File: src/hdl/tinyrv_pkg.sv
// Shared widths, opcode and ALU enums, and instruction field constants for the tinyrv core
`default_nettype none

package tinyrv_pkg;

  // Data path and register index widths
  localparam int XLEN       = 32;
  localparam int REG_ADDR_W = 5;

  // Major opcodes of the supported RV32I subset
  typedef enum logic [6:0] {
    OPC_LUI    = 7'b0110111,
    OPC_OP_IMM = 7'b0010011,
    OPC_OP     = 7'b0110011,
    OPC_BRANCH = 7'b1100011,
    OPC_JAL    = 7'b1101111
  } opcode_e;

  // Operations carried from decode into the ALU
  typedef enum logic [2:0] {
    ALU_ADD,
    ALU_SUB,
    ALU_AND,
    ALU_OR,
    ALU_XOR,
    ALU_SLT,
    ALU_PASS_B
  } alu_op_e;

  // funct3 values for OP and OP-IMM
  localparam logic [2:0] F3_ADD_SUB = 3'b000;
  localparam logic [2:0] F3_SLT     = 3'b010;
  localparam logic [2:0] F3_XOR     = 3'b100;
  localparam logic [2:0] F3_OR      = 3'b110;
  localparam logic [2:0] F3_AND     = 3'b111;

  // funct3 values for BRANCH
  localparam logic [2:0] F3_BEQ = 3'b000;
  localparam logic [2:0] F3_BNE = 3'b001;

  // funct7 values for OP
  localparam logic [6:0] F7_BASE = 7'b0000000;
  localparam logic [6:0] F7_SUB  = 7'b0100000;

  // ADDI x0, x0, 0
  localparam logic [XLEN-1:0] NOP_INSTR = 32'h0000_0013;

endpackage

`default_nettype wire

File: src/hdl/tinyrv_if_stage.sv
// Fetch stage: pc, req/gnt/rvalid handshake with one outstanding fetch, and the IF/ID register
`timescale 1ns/1ps
`default_nettype none

module tinyrv_if_stage (
  input  logic                         clk_i,
  input  logic                         rst_n_i,
  input  logic                         fetch_enable_i,
  input  logic [tinyrv_pkg::XLEN-1:0]  boot_addr_i,

  // Redirect from EX
  input  logic                         branch_taken_i,
  input  logic [tinyrv_pkg::XLEN-1:0]  branch_target_i,

  // Instruction memory port
  output logic                         instr_req_o,
  output logic [tinyrv_pkg::XLEN-1:0]  instr_addr_o,
  input  logic                         instr_gnt_i,
  input  logic                         instr_rvalid_i,
  input  logic [tinyrv_pkg::XLEN-1:0]  instr_rdata_i,

  // IF/ID register
  output logic                         ifid_valid_o,
  output logic [tinyrv_pkg::XLEN-1:0]  ifid_pc_o,
  output logic [tinyrv_pkg::XLEN-1:0]  ifid_instr_o
);

  import tinyrv_pkg::*;

  logic [XLEN-1:0] pc_q;
  logic [XLEN-1:0] addr_q;
  logic            hold_q;
  logic            outstanding_q;
  logic            kill_q;
  logic            gnt_fire;

  // A request waiting for gnt keeps its address even after a redirect
  assign instr_req_o  = hold_q | (fetch_enable_i & ~outstanding_q);
  assign instr_addr_o = hold_q ? addr_q : pc_q;
  assign gnt_fire     = instr_req_o & instr_gnt_i;

  always_ff @(posedge clk_i) begin
    if (!rst_n_i) begin
      pc_q          <= boot_addr_i;
      hold_q        <= 1'b0;
      outstanding_q <= 1'b0;
      kill_q        <= 1'b0;
    end else begin
      if (branch_taken_i) begin
        pc_q <= branch_target_i;
      end else if (gnt_fire && !kill_q) begin
        pc_q <= pc_q + 32'd4;
      end

      hold_q <= instr_req_o & ~instr_gnt_i;

      if (gnt_fire) begin
        outstanding_q <= 1'b1;
      end else if (instr_rvalid_i) begin
        outstanding_q <= 1'b0;
      end

      // Fetch in flight during a redirect is on the wrong path
      if (instr_rvalid_i) begin
        kill_q <= 1'b0;
      end else if (branch_taken_i && (instr_req_o || outstanding_q)) begin
        kill_q <= 1'b1;
      end
    end
  end

  // Last requested address, which is also the pc of the outstanding fetch
  always_ff @(posedge clk_i) begin
    if (instr_req_o) begin
      addr_q <= instr_addr_o;
    end
  end

  always_ff @(posedge clk_i) begin
    if (!rst_n_i || branch_taken_i) begin
      ifid_valid_o <= 1'b0;
      ifid_instr_o <= NOP_INSTR;
    end else if (instr_rvalid_i && !kill_q) begin
      ifid_valid_o <= 1'b1;
      ifid_instr_o <= instr_rdata_i;
    end else begin
      ifid_valid_o <= 1'b0;
    end
  end

  always_ff @(posedge clk_i) begin
    if (instr_rvalid_i) begin
      ifid_pc_o <= addr_q;
    end
  end

endmodule

`default_nettype wire

File: src/hdl/tinyrv_id_stage.sv
// Decode stage: instruction decoder, immediates, operand select and the ID/EX register
`timescale 1ns/1ps
`default_nettype none

module tinyrv_id_stage (
  input  logic                              clk_i,
  input  logic                              rst_n_i,

  input  logic                              ifid_valid_i,
  input  logic [tinyrv_pkg::XLEN-1:0]       ifid_pc_i,
  input  logic [tinyrv_pkg::XLEN-1:0]       ifid_instr_i,

  // Register reads, already forwarded by the core
  output logic [tinyrv_pkg::REG_ADDR_W-1:0] rs1_addr_o,
  output logic [tinyrv_pkg::REG_ADDR_W-1:0] rs2_addr_o,
  input  logic [tinyrv_pkg::XLEN-1:0]       rs1_data_i,
  input  logic [tinyrv_pkg::XLEN-1:0]       rs2_data_i,

  input  logic                              flush_i,

  // ID/EX register
  output logic                              idex_valid_o,
  output logic [tinyrv_pkg::XLEN-1:0]       idex_pc_o,
  output tinyrv_pkg::alu_op_e               idex_alu_op_o,
  output logic [tinyrv_pkg::XLEN-1:0]       idex_operand_a_o,
  output logic [tinyrv_pkg::XLEN-1:0]       idex_operand_b_o,
  output logic [tinyrv_pkg::REG_ADDR_W-1:0] idex_rd_o,
  output logic                              idex_we_o,
  output logic                              idex_is_branch_o,
  output logic                              idex_branch_ne_o,
  output logic                              idex_is_jal_o,
  output logic [tinyrv_pkg::XLEN-1:0]       idex_branch_target_o,
  output logic                              idex_illegal_o
);

  import tinyrv_pkg::*;

  opcode_e         opc;
  logic [2:0]      funct3;
  logic [6:0]      funct7;
  logic [XLEN-1:0] imm_i;
  logic [XLEN-1:0] imm_u;
  logic [XLEN-1:0] imm_b;
  logic [XLEN-1:0] imm_j;

  alu_op_e         alu_op;
  logic [XLEN-1:0] operand_a;
  logic [XLEN-1:0] operand_b;
  logic [XLEN-1:0] branch_target;
  logic            we;
  logic            is_branch;
  logic            branch_ne;
  logic            is_jal;
  logic            illegal;

  assign opc        = opcode_e'(ifid_instr_i[6:0]);
  assign funct3     = ifid_instr_i[14:12];
  assign funct7     = ifid_instr_i[31:25];
  assign rs1_addr_o = ifid_instr_i[19:15];
  assign rs2_addr_o = ifid_instr_i[24:20];

  assign imm_i = {{20{ifid_instr_i[31]}}, ifid_instr_i[31:20]};
  assign imm_u = {ifid_instr_i[31:12], 12'b0};
  assign imm_b = {{19{ifid_instr_i[31]}}, ifid_instr_i[31], ifid_instr_i[7],
                  ifid_instr_i[30:25], ifid_instr_i[11:8], 1'b0};
  assign imm_j = {{11{ifid_instr_i[31]}}, ifid_instr_i[31], ifid_instr_i[19:12],
                  ifid_instr_i[20], ifid_instr_i[30:21], 1'b0};

  always_comb begin
    alu_op        = ALU_ADD;
    operand_a     = rs1_data_i;
    operand_b     = rs2_data_i;
    branch_target = ifid_pc_i + imm_b;
    we            = 1'b0;
    is_branch     = 1'b0;
    branch_ne     = 1'b0;
    is_jal        = 1'b0;
    illegal       = 1'b0;

    case (opc)
      OPC_LUI: begin
        alu_op    = ALU_PASS_B;
        operand_b = imm_u;
        we        = 1'b1;
      end
      OPC_OP_IMM: begin
        operand_b = imm_i;
        we        = 1'b1;
        case (funct3)
          F3_ADD_SUB: alu_op = ALU_ADD;
          F3_SLT:     alu_op = ALU_SLT;
          F3_XOR:     alu_op = ALU_XOR;
          F3_OR:      alu_op = ALU_OR;
          F3_AND:     alu_op = ALU_AND;
          default:    illegal = 1'b1;
        endcase
      end
      OPC_OP: begin
        we = 1'b1;
        if (funct7 == F7_SUB && funct3 == F3_ADD_SUB) begin
          alu_op = ALU_SUB;
        end else if (funct7 == F7_BASE) begin
          case (funct3)
            F3_ADD_SUB: alu_op = ALU_ADD;
            F3_SLT:     alu_op = ALU_SLT;
            F3_XOR:     alu_op = ALU_XOR;
            F3_OR:      alu_op = ALU_OR;
            F3_AND:     alu_op = ALU_AND;
            default:    illegal = 1'b1;
          endcase
        end else begin
          illegal = 1'b1;
        end
      end
      OPC_BRANCH: begin
        is_branch = 1'b1;
        if (funct3 == F3_BNE) begin
          branch_ne = 1'b1;
        end else if (funct3 != F3_BEQ) begin
          illegal = 1'b1;
        end
      end
      OPC_JAL: begin
        // Link value pc + 4 comes out of the adder
        is_jal        = 1'b1;
        operand_a     = ifid_pc_i;
        operand_b     = 32'd4;
        branch_target = ifid_pc_i + imm_j;
        we            = 1'b1;
      end
      default: illegal = 1'b1;
    endcase

    // Illegal encodings retire as no-ops
    if (illegal || ifid_instr_i == NOP_INSTR) begin
      we        = 1'b0;
      is_branch = 1'b0;
    end
  end

  always_ff @(posedge clk_i) begin
    if (!rst_n_i || flush_i) begin
      idex_valid_o     <= 1'b0;
      idex_we_o        <= 1'b0;
      idex_is_branch_o <= 1'b0;
      idex_is_jal_o    <= 1'b0;
      idex_illegal_o   <= 1'b0;
    end else begin
      idex_valid_o     <= ifid_valid_i;
      idex_we_o        <= we;
      idex_is_branch_o <= is_branch;
      idex_is_jal_o    <= is_jal;
      idex_illegal_o   <= illegal;
    end
  end

  always_ff @(posedge clk_i) begin
    idex_pc_o            <= ifid_pc_i;
    idex_alu_op_o        <= alu_op;
    idex_operand_a_o     <= operand_a;
    idex_operand_b_o     <= operand_b;
    idex_rd_o            <= ifid_instr_i[11:7];
    idex_branch_ne_o     <= branch_ne;
    idex_branch_target_o <= branch_target;
  end

endmodule

`default_nettype wire

File: src/hdl/tinyrv_ex_stage.sv
// Execute stage: ALU, branch and jump resolution, writeback and registered retirement
`timescale 1ns/1ps
`default_nettype none

module tinyrv_ex_stage (
  input  logic                              clk_i,
  input  logic                              rst_n_i,

  // ID/EX register
  input  logic                              idex_valid_i,
  input  logic [tinyrv_pkg::XLEN-1:0]       idex_pc_i,
  input  tinyrv_pkg::alu_op_e               idex_alu_op_i,
  input  logic [tinyrv_pkg::XLEN-1:0]       idex_operand_a_i,
  input  logic [tinyrv_pkg::XLEN-1:0]       idex_operand_b_i,
  input  logic [tinyrv_pkg::REG_ADDR_W-1:0] idex_rd_i,
  input  logic                              idex_we_i,
  input  logic                              idex_is_branch_i,
  input  logic                              idex_branch_ne_i,
  input  logic                              idex_is_jal_i,
  input  logic [tinyrv_pkg::XLEN-1:0]       idex_branch_target_i,
  input  logic                              idex_illegal_i,

  // Register file write and forwarding source
  output logic                              wb_we_o,
  output logic [tinyrv_pkg::REG_ADDR_W-1:0] wb_rd_o,
  output logic [tinyrv_pkg::XLEN-1:0]       wb_wdata_o,

  // Redirect
  output logic                              branch_taken_o,
  output logic [tinyrv_pkg::XLEN-1:0]       branch_target_o,

  // Retirement trace
  output logic                              retire_valid_o,
  output logic [tinyrv_pkg::XLEN-1:0]       retire_pc_o,
  output logic                              retire_we_o,
  output logic [tinyrv_pkg::REG_ADDR_W-1:0] retire_rd_o,
  output logic [tinyrv_pkg::XLEN-1:0]       retire_wdata_o,
  output logic                              retire_illegal_o
);

  import tinyrv_pkg::*;

  logic [XLEN-1:0] alu_result;
  logic            operands_equal;

  always_comb begin
    case (idex_alu_op_i)
      ALU_ADD:    alu_result = idex_operand_a_i + idex_operand_b_i;
      ALU_SUB:    alu_result = idex_operand_a_i - idex_operand_b_i;
      ALU_AND:    alu_result = idex_operand_a_i & idex_operand_b_i;
      ALU_OR:     alu_result = idex_operand_a_i | idex_operand_b_i;
      ALU_XOR:    alu_result = idex_operand_a_i ^ idex_operand_b_i;
      ALU_SLT:    alu_result = {31'b0, $signed(idex_operand_a_i) < $signed(idex_operand_b_i)};
      ALU_PASS_B: alu_result = idex_operand_b_i;
      default:    alu_result = '0;
    endcase
  end

  // BNE inverts the equality result
  assign operands_equal  = (idex_operand_a_i == idex_operand_b_i);
  assign branch_taken_o  = idex_valid_i &
                           ((idex_is_branch_i & (operands_equal ^ idex_branch_ne_i)) |
                            idex_is_jal_i);
  assign branch_target_o = idex_branch_target_i;

  assign wb_we_o    = idex_valid_i & idex_we_i & (idex_rd_i != '0);
  assign wb_rd_o    = idex_rd_i;
  assign wb_wdata_o = alu_result;

  always_ff @(posedge clk_i) begin
    if (!rst_n_i) begin
      retire_valid_o <= 1'b0;
    end else begin
      retire_valid_o <= idex_valid_i;
    end
  end

  always_ff @(posedge clk_i) begin
    retire_pc_o      <= idex_pc_i;
    retire_we_o      <= wb_we_o;
    retire_rd_o      <= idex_rd_i;
    retire_wdata_o   <= wb_we_o ? alu_result : '0;
    retire_illegal_o <= idex_illegal_i;
  end

endmodule

`default_nettype wire

File: src/hdl/tinyrv_core.sv
// Three-stage pipeline top with the register file and EX-to-ID forwarding
`timescale 1ns/1ps
`default_nettype none

module tinyrv_core (
  input  logic                              clk_i,
  input  logic                              rst_n_i,
  input  logic                              fetch_enable_i,
  input  logic [tinyrv_pkg::XLEN-1:0]       boot_addr_i,

  // Instruction memory port
  output logic                              instr_req_o,
  output logic [tinyrv_pkg::XLEN-1:0]       instr_addr_o,
  input  logic                              instr_gnt_i,
  input  logic                              instr_rvalid_i,
  input  logic [tinyrv_pkg::XLEN-1:0]       instr_rdata_i,

  // Retirement trace
  output logic                              retire_valid_o,
  output logic [tinyrv_pkg::XLEN-1:0]       retire_pc_o,
  output logic                              retire_we_o,
  output logic [tinyrv_pkg::REG_ADDR_W-1:0] retire_rd_o,
  output logic [tinyrv_pkg::XLEN-1:0]       retire_wdata_o,
  output logic                              retire_illegal_o
);

  import tinyrv_pkg::*;

  logic                  ifid_valid;
  logic [XLEN-1:0]       ifid_pc;
  logic [XLEN-1:0]       ifid_instr;

  logic [REG_ADDR_W-1:0] rs1_addr;
  logic [REG_ADDR_W-1:0] rs2_addr;
  logic [XLEN-1:0]       rs1_data;
  logic [XLEN-1:0]       rs2_data;

  logic                  idex_valid;
  logic [XLEN-1:0]       idex_pc;
  alu_op_e               idex_alu_op;
  logic [XLEN-1:0]       idex_operand_a;
  logic [XLEN-1:0]       idex_operand_b;
  logic [REG_ADDR_W-1:0] idex_rd;
  logic                  idex_we;
  logic                  idex_is_branch;
  logic                  idex_branch_ne;
  logic                  idex_is_jal;
  logic [XLEN-1:0]       idex_branch_target;
  logic                  idex_illegal;

  logic                  wb_we;
  logic [REG_ADDR_W-1:0] wb_rd;
  logic [XLEN-1:0]       wb_wdata;
  logic                  branch_taken;
  logic [XLEN-1:0]       branch_target;

  // x0 has no storage
  logic [XLEN-1:0]       rf_q [1:31];

  always_ff @(posedge clk_i) begin
    if (wb_we) begin
      rf_q[wb_rd] <= wb_wdata;
    end
  end

  // EX result overrides the stored value for a matching source
  always_comb begin
    if (rs1_addr == '0) begin
      rs1_data = '0;
    end else if (wb_we && wb_rd == rs1_addr) begin
      rs1_data = wb_wdata;
    end else begin
      rs1_data = rf_q[rs1_addr];
    end

    if (rs2_addr == '0) begin
      rs2_data = '0;
    end else if (wb_we && wb_rd == rs2_addr) begin
      rs2_data = wb_wdata;
    end else begin
      rs2_data = rf_q[rs2_addr];
    end
  end

  tinyrv_if_stage if_stage_i (
    .clk_i           (clk_i),
    .rst_n_i         (rst_n_i),
    .fetch_enable_i  (fetch_enable_i),
    .boot_addr_i     (boot_addr_i),
    .branch_taken_i  (branch_taken),
    .branch_target_i (branch_target),
    .instr_req_o     (instr_req_o),
    .instr_addr_o    (instr_addr_o),
    .instr_gnt_i     (instr_gnt_i),
    .instr_rvalid_i  (instr_rvalid_i),
    .instr_rdata_i   (instr_rdata_i),
    .ifid_valid_o    (ifid_valid),
    .ifid_pc_o       (ifid_pc),
    .ifid_instr_o    (ifid_instr)
  );

  tinyrv_id_stage id_stage_i (
    .clk_i                (clk_i),
    .rst_n_i              (rst_n_i),
    .ifid_valid_i         (ifid_valid),
    .ifid_pc_i            (ifid_pc),
    .ifid_instr_i         (ifid_instr),
    .rs1_addr_o           (rs1_addr),
    .rs2_addr_o           (rs2_addr),
    .rs1_data_i           (rs1_data),
    .rs2_data_i           (rs2_data),
    .flush_i              (branch_taken),
    .idex_valid_o         (idex_valid),
    .idex_pc_o            (idex_pc),
    .idex_alu_op_o        (idex_alu_op),
    .idex_operand_a_o     (idex_operand_a),
    .idex_operand_b_o     (idex_operand_b),
    .idex_rd_o            (idex_rd),
    .idex_we_o            (idex_we),
    .idex_is_branch_o     (idex_is_branch),
    .idex_branch_ne_o     (idex_branch_ne),
    .idex_is_jal_o        (idex_is_jal),
    .idex_branch_target_o (idex_branch_target),
    .idex_illegal_o       (idex_illegal)
  );

  tinyrv_ex_stage ex_stage_i (
    .clk_i                (clk_i),
    .rst_n_i              (rst_n_i),
    .idex_valid_i         (idex_valid),
    .idex_pc_i            (idex_pc),
    .idex_alu_op_i        (idex_alu_op),
    .idex_operand_a_i     (idex_operand_a),
    .idex_operand_b_i     (idex_operand_b),
    .idex_rd_i            (idex_rd),
    .idex_we_i            (idex_we),
    .idex_is_branch_i     (idex_is_branch),
    .idex_branch_ne_i     (idex_branch_ne),
    .idex_is_jal_i        (idex_is_jal),
    .idex_branch_target_i (idex_branch_target),
    .idex_illegal_i       (idex_illegal),
    .wb_we_o              (wb_we),
    .wb_rd_o              (wb_rd),
    .wb_wdata_o           (wb_wdata),
    .branch_taken_o       (branch_taken),
    .branch_target_o      (branch_target),
    .retire_valid_o       (retire_valid_o),
    .retire_pc_o          (retire_pc_o),
    .retire_we_o          (retire_we_o),
    .retire_rd_o          (retire_rd_o),
    .retire_wdata_o       (retire_wdata_o),
    .retire_illegal_o     (retire_illegal_o)
  );

endmodule

`default_nettype wire

File: src/hdl/tinyrv_wrapper.sv
// Subsystem top level holding the tinyrv core and exposing its fetch and retirement ports
`timescale 1ns/1ps
`default_nettype none

module tinyrv_wrapper (
  // Clock and reset
  input  logic                              clk_i,
  input  logic                              rst_n_i,

  // Static configuration and run control
  input  logic                              fetch_enable_i,
  input  logic [tinyrv_pkg::XLEN-1:0]       boot_addr_i,

  // Instruction memory port
  output logic                              instr_req_o,
  output logic [tinyrv_pkg::XLEN-1:0]       instr_addr_o,
  input  logic                              instr_gnt_i,
  input  logic                              instr_rvalid_i,
  input  logic [tinyrv_pkg::XLEN-1:0]       instr_rdata_i,

  // Retirement trace
  output logic                              retire_valid_o,
  output logic [tinyrv_pkg::XLEN-1:0]       retire_pc_o,
  output logic                              retire_we_o,
  output logic [tinyrv_pkg::REG_ADDR_W-1:0] retire_rd_o,
  output logic [tinyrv_pkg::XLEN-1:0]       retire_wdata_o,
  output logic                              retire_illegal_o
);

  // Port names match one to one
  tinyrv_core core_i (.*);

endmodule

`default_nettype wire

File: config.mk
export PLATFORM = sky130hd
export DESIGN_NAME = tinyrv_wrapper
export DESIGN_NICKNAME = d
export VERILOG_FILES = /design/src/hdl/tinyrv_pkg.sv /design/src/hdl/tinyrv_if_stage.sv /design/src/hdl/tinyrv_id_stage.sv /design/src/hdl/tinyrv_ex_stage.sv /design/src/hdl/tinyrv_core.sv /design/src/hdl/tinyrv_wrapper.sv
export SDC_FILE = /design/constraint.sdc
export NUM_CORES = 2
export LEC_CHECK = 0
export CAP_MARGIN = 40
export CORE_MARGIN = 2
export CORE_UTILIZATION = 25
export DETAILED_ROUTE_END_ITERATION = 6
export DONT_BUFFER_PORTS = 1
export PLACE_DENSITY = 0.46
export SYNTH_ARGS = -nofsm -noshare
export SYNTH_HDL_FRONTEND = slang
export SYNTH_HIERARCHICAL = 1
export SYNTH_SLANG_ARGS = --single-unit
File: constraint.sdc
create_clock -name clk_i -period 5.3 [get_ports clk_i]
set_input_delay 0.265 -clock clk_i [delete_from_list [all_inputs] [get_ports clk_i]]
set_output_delay 0.265 -clock clk_i [all_outputs]
set_load 0.05 [all_outputs]
==> metrics.cfg <==
[power]
p_int_mw = 20.2
p_leak_nw = 25.1
switchingPower_mw = 8.93
seq_power_share = 0.449
combPwrFrac = 0.200
fin_total_pwr_mw = 29.1
p_clk_frac = 0.351
p_sw_frac = 0.307
ir_drop_v = 0.000307
powerDensity_nw_per_um2 = 375

[run]
cap_violations = 0

[grt]
grt_pass1_vias = 46500
antenna_found_initial = 19
grt_pass1_wl_mm = 377
overflow = 0
grt_max_degree = 70
grt_usage = 0.196

[sta]
tightest_slew_ps = 986
finalMaxSlewViolations = 0
slew_headroom = 0.334
period_share = 0.893
skew_ps = 32.8
setup_tns_ps = 0
period_needed_ps = 4730
timing.hold.ws_ps = 191
fmax_mhz = 211
rsz0062_at_grt = no
finalHoldViolCount = 0
setup-violations-final = 0

[floorplanning]
die_h_um = 521
die_x_um = 521
initial_utilization = 0.252
core-area_um2 = 266000
row_count = 189
dieArea_um2 = 272000
io_pins = 174

[clocking]
cts_num_sinks = 1337
htreeDepth = 4
clk_path_buf_depth = 3
hold_buffers = 73
cts_buffers = 146
path_clk_slew_ps = 60
clock-root-buffer = clkbuf_16
cts_tree = done
clk_latency_ps = 810
post_cts_resize_count = 0
cts_setup_buffers = 0

[synthesis]
synthArstFlopShare = 0
synth_top_area_frac = 0.489
synth_ff_type = edfxtp_1
yosysWarnings = 6
syn_avg_cell_area_um2 = 13.7
synth_cell_types = 108
netlist_instances = 4884
ys_seq_area_frac = 0.563
synth_edf_count = 1088
synth_top_cells_by_area = edfxtp_1 (49%), mux4_2 (10%), dfxtp_1 (7.5%)
postSynthRegisterBits = 1337
yosys.area.top_type = edfxtp_1
syn_nets = 5096
netlist_area_um2 = 66800

[cells_and_area]
nNetsFinal = 5166
fin_area_um2 = 77700
final_common_cell = edfxtp_1
layout-drive-gt1-share = 0.210
layout_common_cells = edfxtp_1 (1088), nand2_1 (330), mux4_2 (303), mux2i_1 (303), dfxtp_1 (236)
syn2layout_area_growth_pct = 16.2
final_util = 0.292

[min_path]
hold_class = input pin to flop

[detailed_routing]
drc = 0
first_pass_iters = 5
postRouteAntennaNets = 0
drt_iter0_drc = 5405
wl_mm = 274
wire_per_inst_um = 31.8
via_count = 47000
viasPerCell = 5.46

[placement]
gp_congestion = 0.915
placed_area_um2 = 72200
dp_hpwl_mm = 184
numPortBuffers = 0

[worst_setup_path]
critPathRequiredTime_ps = 5960
arrival_ps = 5400
cp-start-kind = flop
critPathMostFrequentCell = nand3_1
crit_type = flop to flop
path_buf_inv = 2
cp_top_family = simple AND/OR/NAND/NOR gates
cp-end-kind = flop
path_max_fanout = 33
worst_path_max_delay_cell = nor2b_1
max_stage_delay_ps = 630
crit_chain = inv_1 > ha_1 > nor2_1 > nand3_1 > nor3_1 > nand4_1 > xnor2_1 > a21oi_1 > nor2b_2 > nor2b_1 > inv_2 > or3_1 > nand3_1

[status]
outcome = finished clean

==> power groups by stage <==
| stage | clock network, mW | registers, mW | logic [mW] |
|---|---|---|---|
| 2_1_floorplan | 0 | 13.1 | 3.34 |
| 4_1_cts | 10.4 | 13.1 | 5.75 |
| 5_1_grt | 10.8 | 13.1 | 6.13 |
| 6_report | 10.2 | 13.1 | 5.82 |
| 3_5_place_dp | 0 | 13.3 | 5.67 |
| 3_3_place_gp | 0 | 13.3 | 5.59 |
==> cells in the mapped netlist (35+ instances only) <==
cell type / count
buf_4: 81
dfxtp_1: 249
nor2_1: 199
nor3_1: 52
xnor2_1: 35
nand3_1: 68
o22ai_1: 113
mux2_2: 159
nor2b_1: 56
a21o_1: 42
clkbuf_1: 168
o21ai_0: 122
inv_1: 129
nand2_1: 332
a31oi_1: 37
a211oi_1: 70
mux4_2: 303
mux2i_1: 303
a21oi_1: 235
o2111ai_1: 41
buf_2: 114
ha_1: 140
o211ai_1: 40
edfxtp_1: 1088
a22oi_1: 39
==> path summary, 6_finish.rpt <==
check,from,endpoint,slack [ps],cells past startpoint
setup reg to reg,core_i/id_stage_i/idex_operand_b_o[23],core_i/if_stage_i/pc_q[20],570,13
hold reg to reg,core_i/id_stage_i/idex_pc_o[20],core_i/ex_stage_i/retire_pc_o[20],310,0
hold / removal,rst_n_i,core_i/if_stage_i/kill_q,190,2
setup / recovery,core_i/id_stage_i/idex_operand_b_o[23],core_i/if_stage_i/pc_q[20],570,13
==> routing by layer <==
layer,vias to the layer above,track usage,share of wire
met5,-,0,0
met3,464,0.0263,0.062
met1,24900,0.252,0.41
met4,0,0.0918,0.050
met2,2103,0.326,0.48
li1,19500,-,-
==> through the flow <==
step                instances  worst slack [ps]
finish                   8608               569
global placement         8235               644
CTS                      8598               671
detailed placement       8265               675
global route             8603               294
floorplan                4884               879
==> logic make-up (layout without fill, tap and decap cells) <==
logic type,Yosys count,after routing,share of synthesized area
flip-flops,1337,1337,0.563
AO/OA/AOI/OAI,1131,1131,0.122
AND/OR/NAND/NOR,902,902,0.0646
multiplexers,769,769,0.175
buffers and inverters,534,716,0.0392
adder cells (fa/ha/maj),143,143,0.0271
XOR/XNOR,68,68,0.00891
other,0,9,0
==> sequential cells by signal, indices dropped and copies added (netlist names), 3 cells and up <==
name / flops
core_i/id_stage_i/idex_pc_o: 31
core_i/ex_stage_i/retire_wdata_o: 32
core_i/if_stage_i/ifid_pc_o: 32
core_i/if_stage_i/ifid_instr_o: 32
core_i/id_stage_i/idex_alu_op_o: 3
core_i/if_stage_i/pc_q: 32
core_i/ex_stage_i/retire_pc_o: 32
core_i/id_stage_i/idex_operand_b_o: 32
core_i/id_stage_i/idex_operand_a_o: 32
core_i/if_stage_i/addr_q: 32
core_i/rf_q: 992
core_i/id_stage_i/idex_rd_o: 5
core_i/id_stage_i/idex_branch_target_o: 32
core_i/ex_stage_i/retire_rd_o: 5
==> layout make-up <==
type	instances	area, um2
fillers	26700	188000
flip-flops and latches	1337	37700
multi-input cells	3013	27000
well taps	3533	4420
clock buffers	193	4020
repair buffers	322	3320
clock inverters	67	682
inverters	134	503
diodes	9	22.5
Note: power is estimated with default switching activity, not from simulation.
